$ cat src/source/fetch_pkg.sv
`default_nettype none

package fetch_pkg;

    localparam int XLEN            = 32;
    localparam int HALF_W          = 16;
    localparam int MAX_OUTSTANDING = 2;   // Reads in flight between fetch one and fetch two

    typedef logic [XLEN-1:0]   addr_t;    // Byte address of a fetch or an instruction
    typedef logic [XLEN-1:0]   word_t;    // Memory word or a whole instruction
    typedef logic [HALF_W-1:0] half_t;
    typedef logic [1:0]        count_t;   // Outstanding reads, 0 to MAX_OUTSTANDING

    // Where the next decode instruction comes from
    typedef enum logic [2:0] {
        SEL_WORD     = 3'd0,  // Whole response word
        SEL_RESP_LO  = 3'd1,  // Low response half, zero-extended
        SEL_RESP_HI  = 3'd2,  // High response half, zero-extended
        SEL_BUF_LO   = 3'd3,  // Buffered half, zero-extended
        SEL_BUF_JOIN = 3'd4   // Buffered half below the low response half
    } asm_sel_e;

    // Per-cycle orders from the realign FSM to the datapath
    typedef struct packed {
        logic     out_load;   // Capture a new instruction for decode
        asm_sel_e out_sel;
        logic     out_pc_hi;  // Output PC is word PC plus 2
        logic     buf_load;   // Keep the high response half for later
        logic     out_clear;  // Nothing new for decode this cycle
    } realign_ctl_t;

    typedef enum logic [1:0] {
        ST_EMPTY = 2'd0,
        ST_HALF  = 2'd1,      // Upper half of a word is waiting in the buffer
        ST_DRAIN = 2'd2       // Throwing away responses to reads before a flush
    } fetch_state_e;

    typedef struct packed {
        word_t data;
        logic  valid;
    } mem_rsp_t;

    typedef struct packed {
        word_t inst;
        addr_t pc;
        logic  valid;
    } dec_out_t;

endpackage

`default_nettype wire

$ cat src/source/fetch_inst_assemble.sv
`default_nettype none
`timescale 1ns/1ps

module fetch_inst_assemble (
    input  logic                    clk_i,
    input  logic                    rstn_i,
    input  logic                    stall_i,
    input  fetch_pkg::realign_ctl_t ctl_i,
    input  fetch_pkg::word_t        rsp_data_i,
    input  fetch_pkg::addr_t        head_pc_i,
    output logic [1:0]              buf_lo_bits_o,
    output fetch_pkg::dec_out_t     dec_o
);

    fetch_pkg::half_t rsp_lo;
    fetch_pkg::half_t rsp_hi;
    fetch_pkg::half_t buf_half_r;   // Upper half of an earlier word
    fetch_pkg::addr_t buf_pc_r;
    fetch_pkg::word_t inst_n;
    fetch_pkg::word_t inst_r;
    fetch_pkg::addr_t pc_n;
    fetch_pkg::addr_t pc_r;
    logic             valid_r;
    logic             from_buf;

    assign rsp_lo        = rsp_data_i[fetch_pkg::HALF_W-1:0];
    assign rsp_hi        = rsp_data_i[fetch_pkg::XLEN-1:fetch_pkg::HALF_W];
    assign buf_lo_bits_o = buf_half_r[1:0];   // Control decides if this half is compressed
    assign from_buf      = (ctl_i.out_sel == fetch_pkg::SEL_BUF_LO) ||
                           (ctl_i.out_sel == fetch_pkg::SEL_BUF_JOIN);

    always_comb begin
        case (ctl_i.out_sel)
            fetch_pkg::SEL_RESP_LO:  inst_n = {{fetch_pkg::HALF_W{1'b0}}, rsp_lo};
            fetch_pkg::SEL_RESP_HI:  inst_n = {{fetch_pkg::HALF_W{1'b0}}, rsp_hi};
            fetch_pkg::SEL_BUF_LO:   inst_n = {{fetch_pkg::HALF_W{1'b0}}, buf_half_r};
            fetch_pkg::SEL_BUF_JOIN: inst_n = {rsp_lo, buf_half_r};  // Straddles two words
            default:                 inst_n = rsp_data_i;
        endcase

        if (from_buf) begin
            pc_n = buf_pc_r;
        end else if (ctl_i.out_pc_hi) begin
            pc_n = head_pc_i + fetch_pkg::addr_t'(2);
        end else begin
            pc_n = head_pc_i;
        end
    end

    always_ff @(posedge clk_i) begin
        if (ctl_i.buf_load) begin
            buf_half_r <= rsp_hi;
            buf_pc_r   <= head_pc_i + fetch_pkg::addr_t'(2);
        end
    end

    always_ff @(posedge clk_i) begin
        if (ctl_i.out_load && !stall_i) begin
            inst_r <= inst_n;
            pc_r   <= pc_n;
        end
    end

    // Decode sees each instruction for one cycle unless it stalls
    always_ff @(posedge clk_i) begin
        if (!rstn_i) begin
            valid_r <= 1'b0;
        end else if (!stall_i) begin
            if (ctl_i.out_clear) begin
                valid_r <= 1'b0;
            end else if (ctl_i.out_load) begin
                valid_r <= 1'b1;
            end
        end
    end

    assign dec_o = '{inst: inst_r, pc: pc_r, valid: valid_r};

endmodule

`default_nettype wire

$ cat src/source/fetch_pc_gen.sv
`default_nettype none
`timescale 1ns/1ps

module fetch_pc_gen (
    input  logic              clk_i,
    input  logic              rstn_i,
    input  logic              flush_i,
    input  fetch_pkg::addr_t  redirect_pc_i,
    input  fetch_pkg::count_t queue_count_i,
    output logic              mem_req_o,
    output fetch_pkg::addr_t  mem_addr_o
);

    fetch_pkg::addr_t next_pc_r;   // Word address of the next read
    logic             run_r;       // High from the first cycle after reset
    logic             room;

    assign room       = queue_count_i < fetch_pkg::count_t'(fetch_pkg::MAX_OUTSTANDING);
    assign mem_req_o  = run_r && room && !flush_i;
    assign mem_addr_o = next_pc_r;

    always_ff @(posedge clk_i) begin
        if (!rstn_i) begin
            run_r <= 1'b0;
        end else begin
            run_r <= 1'b1;
        end
    end

    // A redirect restarts on the word holding the target PC
    always_ff @(posedge clk_i) begin
        if (!rstn_i) begin
            next_pc_r <= '0;
        end else if (flush_i) begin
            next_pc_r <= redirect_pc_i & ~fetch_pkg::addr_t'(3);
        end else if (mem_req_o) begin
            next_pc_r <= next_pc_r + fetch_pkg::addr_t'(4);
        end
    end

    // Every strobe finds a free queue slot and is held there on the next cycle
    a_req_queued: assert property (@(posedge clk_i) disable iff (!rstn_i)
        mem_req_o |-> (queue_count_i < fetch_pkg::count_t'(fetch_pkg::MAX_OUTSTANDING))
                      ##1 (queue_count_i != '0));

endmodule

`default_nettype wire

$ cat src/source/fetch_pc_queue.sv
`default_nettype none
`timescale 1ns/1ps

module fetch_pc_queue (
    input  logic              clk_i,
    input  logic              rstn_i,
    input  logic              push_i,
    input  fetch_pkg::addr_t  push_pc_i,
    input  logic              pop_i,
    input  logic              clear_i,
    output fetch_pkg::addr_t  head_pc_o,
    output logic              head_valid_o,
    output fetch_pkg::count_t count_o
);

    fetch_pkg::addr_t  pc_mem [fetch_pkg::MAX_OUTSTANDING];
    logic              wr_ptr_r;   // One bit covers both entries and wraps by itself
    logic              rd_ptr_r;
    fetch_pkg::count_t count_r;

    assign head_pc_o    = pc_mem[rd_ptr_r];
    assign head_valid_o = count_r != '0;
    assign count_o      = count_r;

    always_ff @(posedge clk_i) begin
        if (push_i) begin
            pc_mem[wr_ptr_r] <= push_pc_i;
        end
    end

    always_ff @(posedge clk_i) begin
        if (!rstn_i) begin
            wr_ptr_r <= 1'b0;
            rd_ptr_r <= 1'b0;
            count_r  <= '0;
        end else if (clear_i) begin
            // Outstanding PCs belong to the old path
            wr_ptr_r <= 1'b0;
            rd_ptr_r <= 1'b0;
            count_r  <= '0;
        end else begin
            if (push_i) begin
                wr_ptr_r <= wr_ptr_r + 1'b1;
            end
            if (pop_i) begin
                rd_ptr_r <= rd_ptr_r + 1'b1;
            end
            case ({push_i, pop_i})
                2'b10:   count_r <= count_r + fetch_pkg::count_t'(1);
                2'b01:   count_r <= count_r - fetch_pkg::count_t'(1);
                default: count_r <= count_r;  // Push and pop together keep the level
            endcase
        end
    end

    // Fetch two only takes a word whose PC is here, fetch one only reads into a free slot
    a_no_over_under: assert property (@(posedge clk_i) disable iff (!rstn_i)
        !(pop_i && count_r == '0) &&
        !(push_i && count_r == fetch_pkg::count_t'(fetch_pkg::MAX_OUTSTANDING)));

endmodule

`default_nettype wire

$ cat src/source/fetch_realign_ctrl.sv
`default_nettype none
`timescale 1ns/1ps

module fetch_realign_ctrl (
    input  logic                    clk_i,
    input  logic                    rstn_i,
    input  logic                    flush_i,
    input  fetch_pkg::addr_t        redirect_pc_i,
    input  logic                    stall_i,
    input  logic                    rsp_valid_i,
    input  logic [1:0]              rsp_lo_bits_i,
    input  logic [1:0]              rsp_hi_bits_i,
    input  logic                    head_valid_i,
    input  fetch_pkg::addr_t        head_pc_i,
    input  fetch_pkg::count_t       queue_count_i,
    input  logic [1:0]              buf_lo_bits_i,
    output logic                    rsp_ready_o,
    output logic                    pop_o,
    output fetch_pkg::realign_ctl_t ctl_o
);

    fetch_pkg::fetch_state_e state_r;
    fetch_pkg::fetch_state_e state_n;
    fetch_pkg::count_t       stale_r;      // Responses still owed to the old path
    fetch_pkg::count_t       stale_n;
    logic                    first_r;      // No instruction sent since reset or redirect
    logic                    first_n;
    logic                    odd_r;        // Redirect target sat in the upper half of its word
    logic                    odd_n;

    logic       lo_c;
    logic       hi_c;
    logic       buf_c;
    logic       skip_lo;
    logic       take;
    logic [2:0] stale_sum;   // One bit wider, a flush can land in the middle of a drain
    logic [2:0] stale_left;

    // A half is a compressed instruction unless both low bits are set
    assign lo_c    = rsp_lo_bits_i != 2'b11;
    assign hi_c    = rsp_hi_bits_i != 2'b11;
    assign buf_c   = buf_lo_bits_i != 2'b11;
    assign skip_lo = first_r && odd_r;
    assign take    = rsp_valid_i && head_valid_i && !stall_i;

    // Everything in the queue is stale on a flush, plus what a running drain still waits for
    assign stale_sum  = {1'b0, queue_count_i} +
                        ((state_r == fetch_pkg::ST_DRAIN) ? {1'b0, stale_r} : 3'd0);
    assign stale_left = stale_sum - {2'b00, rsp_valid_i && (stale_sum != 3'd0)};

    always_comb begin
        state_n     = state_r;
        stale_n     = stale_r;
        first_n     = first_r;
        odd_n       = odd_r;
        rsp_ready_o = 1'b0;
        ctl_o       = '0;

        case (state_r)
            fetch_pkg::ST_EMPTY: begin
                rsp_ready_o = take;
                if (take) begin
                    if (!skip_lo && !lo_c) begin
                        ctl_o.out_load = 1'b1;
                        ctl_o.out_sel  = fetch_pkg::SEL_WORD;
                    end else if (!skip_lo) begin
                        ctl_o.out_load = 1'b1;
                        ctl_o.out_sel  = fetch_pkg::SEL_RESP_LO;
                        ctl_o.buf_load = 1'b1;
                        state_n        = fetch_pkg::ST_HALF;
                    end else if (!hi_c) begin
                        ctl_o.buf_load = 1'b1;   // First half of a straddling instruction
                        state_n        = fetch_pkg::ST_HALF;
                    end else begin
                        ctl_o.out_load  = 1'b1;
                        ctl_o.out_sel   = fetch_pkg::SEL_RESP_HI;
                        ctl_o.out_pc_hi = 1'b1;
                    end
                end
            end
            fetch_pkg::ST_HALF: begin
                if (!stall_i && buf_c) begin
                    // The waiting half is complete by itself so the response is left alone
                    ctl_o.out_load = 1'b1;
                    ctl_o.out_sel  = fetch_pkg::SEL_BUF_LO;
                    state_n        = fetch_pkg::ST_EMPTY;
                end else begin
                    rsp_ready_o = take;
                    if (take) begin
                        ctl_o.out_load = 1'b1;
                        ctl_o.out_sel  = fetch_pkg::SEL_BUF_JOIN;
                        ctl_o.buf_load = 1'b1;
                    end
                end
            end
            fetch_pkg::ST_DRAIN: begin
                rsp_ready_o = 1'b1;
                if (rsp_valid_i) begin
                    stale_n = stale_r - fetch_pkg::count_t'(1);
                    if (stale_r == fetch_pkg::count_t'(1)) begin
                        state_n = fetch_pkg::ST_EMPTY;
                    end
                end
            end
            default: begin
                state_n = fetch_pkg::ST_EMPTY;
            end
        endcase

        pop_o   = rsp_ready_o && rsp_valid_i && (state_r != fetch_pkg::ST_DRAIN);
        first_n = first_r && !ctl_o.out_load;

        if (flush_i) begin
            ctl_o.out_load = 1'b0;
            ctl_o.buf_load = 1'b0;
            pop_o          = 1'b0;
            rsp_ready_o    = stale_sum != 3'd0;
            first_n        = 1'b1;
            odd_n          = redirect_pc_i[1];
            stale_n        = stale_left[1:0];
            state_n        = (stale_left != 3'd0) ? fetch_pkg::ST_DRAIN : fetch_pkg::ST_EMPTY;
        end

        ctl_o.out_clear = !ctl_o.out_load;
    end

    always_ff @(posedge clk_i) begin
        if (!rstn_i) begin
            state_r <= fetch_pkg::ST_EMPTY;
            stale_r <= '0;
            first_r <= 1'b1;
            odd_r   <= 1'b0;
        end else begin
            state_r <= state_n;
            stale_r <= stale_n;
            first_r <= first_n;
            odd_r   <= odd_n;
        end
    end

    // Fetch one must not run so far ahead that the drain counter overflows
    a_drain_bound: assert property (@(posedge clk_i) disable iff (!rstn_i)
        flush_i |-> stale_left <= 3'(fetch_pkg::MAX_OUTSTANDING));

    a_stall_blocks_ready: assert property (@(posedge clk_i) disable iff (!rstn_i)
        (stall_i && state_r != fetch_pkg::ST_DRAIN) |-> !rsp_ready_o);

    // The queue only ever holds word addresses, halfword offsets come from odd_r
    a_head_aligned: assert property (@(posedge clk_i) disable iff (!rstn_i)
        pop_o |-> head_pc_i[1:0] == 2'b00);

endmodule

`default_nettype wire

$ cat src/source/fetch_top.sv
`default_nettype none
`timescale 1ns/1ps

module fetch_top (
    input  logic                clk_i,
    input  logic                rstn_i,
    input  logic                flush_i,
    input  fetch_pkg::addr_t    redirect_pc_i,
    input  logic                stall_i,
    output logic                mem_req_o,
    output fetch_pkg::addr_t    mem_addr_o,
    input  fetch_pkg::mem_rsp_t mem_rsp_i,
    output logic                mem_rsp_ready_o,
    output fetch_pkg::dec_out_t dec_o
);

    logic                    flush_take;   // Redirect that actually happens this cycle
    logic                    pop;
    fetch_pkg::addr_t        head_pc;
    logic                    head_valid;
    fetch_pkg::count_t       queue_count;
    fetch_pkg::realign_ctl_t ctl;
    logic [1:0]              buf_lo_bits;

    // A stalled decode holds the redirect off until it lets go
    assign flush_take = flush_i && !stall_i;

    fetch_pc_gen u_pc_gen (
        .clk_i         (clk_i),
        .rstn_i        (rstn_i),
        .flush_i       (flush_take),
        .redirect_pc_i (redirect_pc_i),
        .queue_count_i (queue_count),
        .mem_req_o     (mem_req_o),
        .mem_addr_o    (mem_addr_o)
    );

    fetch_pc_queue u_pc_queue (
        .clk_i        (clk_i),
        .rstn_i       (rstn_i),
        .push_i       (mem_req_o),
        .push_pc_i    (mem_addr_o),
        .pop_i        (pop),
        .clear_i      (flush_take),
        .head_pc_o    (head_pc),
        .head_valid_o (head_valid),
        .count_o      (queue_count)
    );

    fetch_realign_ctrl u_realign_ctrl (
        .clk_i         (clk_i),
        .rstn_i        (rstn_i),
        .flush_i       (flush_take),
        .redirect_pc_i (redirect_pc_i),
        .stall_i       (stall_i),
        .rsp_valid_i   (mem_rsp_i.valid),
        .rsp_lo_bits_i (mem_rsp_i.data[1:0]),
        .rsp_hi_bits_i (mem_rsp_i.data[fetch_pkg::HALF_W+1:fetch_pkg::HALF_W]),
        .head_valid_i  (head_valid),
        .head_pc_i     (head_pc),
        .queue_count_i (queue_count),
        .buf_lo_bits_i (buf_lo_bits),
        .rsp_ready_o   (mem_rsp_ready_o),
        .pop_o         (pop),
        .ctl_o         (ctl)
    );

    fetch_inst_assemble u_inst_assemble (
        .clk_i         (clk_i),
        .rstn_i        (rstn_i),
        .stall_i       (stall_i),
        .ctl_i         (ctl),
        .rsp_data_i    (mem_rsp_i.data),
        .head_pc_i     (head_pc),
        .buf_lo_bits_o (buf_lo_bits),
        .dec_o         (dec_o)
    );

endmodule

`default_nettype wire

$ cat config.mk
export PLATFORM = sky130hd
export DESIGN_NAME = fetch_top
export DESIGN_NICKNAME = d
export VERILOG_FILES = /design/src/source/fetch_pkg.sv /design/src/source/fetch_inst_assemble.sv /design/src/source/fetch_pc_gen.sv /design/src/source/fetch_pc_queue.sv /design/src/source/fetch_realign_ctrl.sv /design/src/source/fetch_top.sv
export SDC_FILE = /design/constraint.sdc
export NUM_CORES = 1
export LEC_CHECK = 0
export BUFFER_PORTS_ARGS = -buffer_cell sky130_fd_sc_hd__buf_2
export CAP_MARGIN = 20
export CORE_ASPECT_RATIO = 2
export CORE_UTILIZATION = 52
export DETAILED_ROUTE_END_ITERATION = 8
export GPL_TIMING_DRIVEN = 0
export PLACE_DENSITY = 0.77
export SYNTH_ARGS = -nofsm -noshare
export SYNTH_HDL_FRONTEND = slang
export SYNTH_HIERARCHICAL = 1
export SYNTH_SLANG_ARGS = --single-unit
export TNS_END_PERCENT = 10
$ cat constraint.sdc
create_clock -name clk_i -period 4.5 [get_ports clk_i]
set_clock_uncertainty 0.1 [all_clocks]
set_input_delay 0.45 -clock clk_i [delete_from_list [all_inputs] [get_ports clk_i]]
set_output_delay 0.45 -clock clk_i [all_outputs]
set_load 0.02 [all_outputs]
---- Word level (Yosys, flattened, before mapping) ----
Memory sizes are Yosys's and may differ from the RTL's. A register that Yosys moved wholly into a read port is not among the register bits.
Cells that the tools add are included.
storage, ports and cells
  flip-flop bits (word level) ............. 156
  bits in latches ......................... 0
  RAM bits ................................ 64
  ROM bits ................................ 0
  bits of input ports ..................... 69
  output and inout bits ................... 99
  memories ................................ 1
operators by class
  $add $sub $neg .......................... 9
  multipliers ............................. 0
  divide/modulo/power cells ............... 0
  magnitude comparators ................... 1
  equal/unequal tests ..................... 19
  shifts and indexed selects .............. 0
  multiplexer cells ....................... 47
  bitwise logic cells ..................... 1
  reductions and logical operators ........ 30
memory list
  memory             depth  width  rd ports  clocked after memory_dff  wr ports  line                  source
  u_pc_queue.pc_mem  2      32     1         1                         1         fetch_pc_queue.sv:16  fetch_pkg::addr_t pc_mem [fetch_pkg::MAX_OUTSTANDING];
operators by type and width
  kind                   count
  $mux 32                4
  $pmux 32 s4            1
  $add 32x2->32 const B  1
  $add 32x3->32 const B  1
  $mux 2                 14
  $mux 1                 17
  $mux 4                 4
  $logic_and 1x1->1      13
  $reduce_bool 2->1      5
  $ne 3x3->1 const B     3
  $ne 2x2->1 const B     4
  $pmux 4 s2             1
  $eq 2x1->1 const B     3
  $eq 3x2->1 const B     2
  $mux 6                 1
  $ne 3x2->1 const B     2
  $pmux 2 s3             1
  $reduce_and 6->1       1
  $reduce_bool 3->1      2
  $logic_not 1->1        5
  $mux 5                 1
  $eq 2x2->1 const B     2
  $ne 4x4->1 const B     1
  $pmux 2 s2             1
  15 further kinds       17

---- Logic depth before layout (Yosys ltp) ----
  word-level depth ........................ 10
  depth in mapped cells ................... 12
  gate-level depth less buffers ........... 11

---- Cells and area by module ----
The synthesis kept the hierarchy.
modules (own cells, without submodules)
  module               instances  cells an instance  area an instance (um^2)
  fetch_inst_assemble  1          568                6218.5
  fetch_pc_queue       1          122                2513.7
  fetch_pc_gen         1          228                1854.3
  fetch_realign_ctrl   1          76                 620.6
  fetch_top            1          1                  13.8

---- Least setup slack after synthesis ----
Ideal clock, no wire load.
  path kind ............................... register to register
  from .................................... register u_pc_queue.count_r[0] (netlist: u_pc_queue/count_o[0])
  to ...................................... register u_inst_assemble.valid_r
  setup time .............................. 71 ps
  arrival time ............................ 4480 ps
  required time ........................... 4329 ps
  setup slack ............................. -152 ps
  stages on the path, launching flop included .. 7
  period minus slack after synthesis ...... 4652 ps
  cell sequence ........................... dfxtp_1 or2_2 and4bb_2 o31ai_1 a21oi_1 nor2b_1 o221a_2
RTL lines
  item                      line                       source
  start: declaration        fetch_pc_queue.sv:19       fetch_pkg::count_t count_r;
  start signal: assignment  fetch_pc_queue.sv:49       2'b10: count_r <= count_r + fetch_pkg::count_t'(1);
  start signal: assignment  fetch_pc_queue.sv:50       2'b01: count_r <= count_r - fetch_pkg::count_t'(1);
  start signal: assignment  fetch_pc_queue.sv:51       default: count_r <= count_r;
  end signal: assignment    fetch_inst_assemble.sv:67  valid_r <= 1'b0;
  end signal: assignment    fetch_inst_assemble.sv:70  valid_r <= 1'b0;
  end signal: assignment    fetch_inst_assemble.sv:72  valid_r <= 1'b1;
  end: declaration          fetch_inst_assemble.sv:23  logic valid_r;

==> summary.md <==
| Metric | Value |
|---|---|
| Per-cell routed wire length | slightly below 20 um |
| Final Instance Count excl. Fillers | 1468 |
| CTS clk-pin slew, worst paths | 0.07 ns |
| Final Routed Wirelength | slightly below 30000 um |
| Slowest stage delay, CP | 0.62 ns |
| PostCTS Resize Cnt | 0 |
| CP arrival | 3.96 ns |
| Most used cell along the critical path | buf_2 |
| H-tree Lvls | 1 |
| Mean post-synth cell area | about 11 um^2 |
| Layout cells sized above 1 | between 20 and 30% |
| Initial drt markers | roughly 670 |
| Final setup viols | 0 |
| Setup CP Type | flop to flop |
| Vias in the first global route | between 8000 and 9000 |
| Fill cells | between 1500 and 2000 |
| Largest cells by area after synthesis | edfxtp_1, dfxtp_1, mux2_2 |
| CP Launch Type | flop |
| Die X | ~110 um |
| Worst hold path type | input pin to flop |
| Worst R2R Start | u_pc_queue/count_o[1] |
| Critical Path Source | u_pc_queue/count_o[1] |
| Placed Cells | roughly 1400 |
| RSZ-0062 raised after global routing | no |
| Post-synth top area share | 47.1% |
| Ys async rst share | 0% |
| Finished layout cell area | 0.0132 mm^2 |
| Fin crit share | between 80 and 90% |
| GRT Resource Usage Total | ~26% |
| Pin count of the biggest net entering global routing | 33 |
| Synthesized flop and latch total | between 200 and 250 |
| Placer Congestion | 0.912 |
| Slew headroom | a little over a third |
| Via Count | a little under 9000 |
| Final Hold Vio Count | 0 |
| CP top delay family | buffers and inverters |
| Mapped Area | ~0.011 mm^2 |
| Static leakage | between 4 and 5 nW |
| Cts bufs inserted | 20 |
| Area of the die | 0.0222 mm^2 |
| Final nets | between 1000 and 1500 |
| Vert. Die Dim | roughly 210 um |
| Vias per cell | about 6 |
| Starting Density | ~53% |
| Peak supply drop | between 0.0003 and 0.0004 V |
| Warnings, synthesis | 6 |
| Worst setup EP type | flop |
| Routed Antenna Nets | 0 |
| Number of post-CTS setup repair buffers | 0 |
| # rows | 75 |
| Slew of the pin with the lowest slew margin | between 0.9 and 1 ns |
| Placement Cell Area | 0.0125 mm^2 |
| Ant. Diodes | 0 |
| Clock sink count | roughly 220 |
| Hold Buf Count CTS | 0 |
| Max Slew Vio Count | 0 |
| CP required | between 4 and 5 ns |
| Run status | complete, no violations |
| Placeable Area | about 0.021 mm^2 |
| Remaining Overflow, GRT | 0 |
| Max FO, Critical Path | 10 |
| First-pass GRT wire length | between 40000 and 50000 um |
| Clk Latency, worst-skew pair | 0.50 ns |
| Mapped Cells | 995 |
| Port Buffer Count | 164 |
| Slowest-stage cell, CP | a21oi_1 |
| DRC viols | 0 |
| PD cells | roughly 360 mW/mm^2 |
| Maximum clock rate | around 260 MHz |
| Synth Flop Type | edfxtp_1 |
| CP cell instances | or2_2 -> nand3b_4 -> or3_1 -> o21ai_0 -> clkbuf_1 -> nor2_1 -> a21oi_1 -> buf_2 -> buf_2 -> a31oi_1 |
| Crit path buf inv count | 3 |
| CTS tree | done |
| Hold_sp | redirect_pc_i[2] |
| Clk buf depth | 3 |
| Boundary Pins | around 170 |
| Root Driver | clkbuf_16 |
| Area growth, synth to finish | 17.7% |
| Min Tclk post-route | around 3.8 ns |
| Maximum Capacitance Violations | 0 |
| Post-synth EDFFs | 176 |
| Antenna violations before repair | 0 |
| Distinct cells, synth | approximately 70 |
| Yosys top cell by area | edfxtp_1 |
| Setup_tns | 0 ns |
| Sequential element share of the synthesized area | between 50% and 60% |
| Post-DP HPWL | about 22000 um |
| DRT Pass-1 Iters | 6 |
## per-stage QoR
stage	hold WS [ns]	total power, mW	utilization [%]	worst slack [ns]
3_5_place_dp	0.397	2.89	59.3	0.594
5_1_grt	0.0685	4.90	62.8	0.430
4_1_cts	0.0580	4.78	62.8	0.576
3_3_place_gp	0.382	2.88	58.9	0.216
2_1_floorplan	0.378	2.71	-	1.19
6_report	0.0687	4.75	62.8	0.669
## worst paths after layout
| path | to | cells past startpoint | slack (ns) |
|---|---|---|---|
| min | u_pc_gen/mem_addr_o[2] | 2 | 0.07 |
| min reg2reg | u_pc_queue/pc_mem[1][31] | 0 | 0.41 |
| max reg2reg | u_inst_assemble/pc_r[26] | 10 | 0.67 |
| max | u_inst_assemble/pc_r[26] | 10 | 0.67 |
## cells in the final DEF, fill, tap and decap left out, types with 21 or more instances in the layout
cell / Yosys / routed
a21oi_1: 43 / 43
mux2_2: 49 / 49
nand2_1: 82 / 82
clkbuf_1: 37 / 38
dfxtp_1: 43 / 43
nor2_1: 71 / 70
o21ai_0: 53 / 53
xor2_1: 26 / 26
xnor2_1: 34 / 34
or4_1: 21 / 21
clkbuf_16: 0 / 21
buf_2: 21 / 185
edfxtp_1: 176 / 176
inv_1: 21 / 21
nand4_1: 27 / 27
a22o_1: 33 / 33
a31oi_1: 25 / 25
## synthesized netlist by cell type, types with 12 or more instances
master and count:
edfxtp_1 176, nand2_1 82, nor2_1 71, o21ai_0 53, mux2_2 49, a21oi_1 43, dfxtp_1 43, clkbuf_1 37
xnor2_1 34, a22o_1 33, nand4_1 27, xor2_1 26, a31oi_1 25, buf_2 21, inv_1 21, nor2b_1 21
or4_1 21, nand3_1 20, or3_1 20, a221o_1 16, nand2b_1 16, nor3_1 14, o31ai_1 12
## registers in the layout, summed over array words and instances (netlist names), named ones only
| register | count |
|---|---|
| u_pc_queue/pc_mem | 64 |
| u_inst_assemble/buf_pc_r | 32 |
| u_inst_assemble/inst_r | 32 |
| u_inst_assemble/pc_r | 32 |
| u_pc_gen/mem_addr_o | 30 |
| u_inst_assemble/buf_half_r | 16 |
| u_pc_queue/count_o | 2 |
| u_realign_ctrl/stale_r | 2 |
| u_realign_ctrl/state_r | 2 |
| u_inst_assemble/valid_r | 1 |
| u_pc_gen/run_r | 1 |
| u_pc_queue/rd_ptr_r | 1 |
| u_pc_queue/wr_ptr_r | 1 |
| u_realign_ctrl/first_r | 1 |
| u_realign_ctrl/odd_r | 1 |
## layer usage
metal / GRT usage [%] / wire length [um] / up-vias
li1: - / - / 4140
met1: 24.4 / 9500 / 4253
met2: 51.4 / 16300 / 413
met3: 2.39 / 1440 / 98
met4: 15.4 / 1620 / 0
met5: 0 / 0 / -
## kinds of logic (layout without fill, tap and decap cells)
group	count (synthesis)	after routing	synth area share, %
and+or+nand+nor	340	340	16.9
DFF	219	219	54.8
AOI/OAI and AO/OA	216	216	13.3
buffers and inverters	97	300	3.95
xor gates and xnor gates	60	60	4.68
muxes	55	55	5.48
adders and majority gates	7	7	0.847
other	1	2	0.0334
## power breakdown
group	internal [mW]	leakage (nW)	switching [mW]
logic	0.203	2.56	0.310
clock network	1.15	0.353	0.750
registers	2.28	1.98	0.0617
## layout make-up
type	count	area, um^2	area share (%)
Buffer	76	364	2.76
Clock buffer	22	529	4.01
Sequential cell	219	6150	46.5
Tap cell	269	337	2.55
Clock inverter	14	209	1.58
Multi-Input combinational cell	680	4650	35.2
Inverter	21	78.8	0.597
Timing Repair Buffer	167	888	6.73
Power figures use the tool's default switching activity.
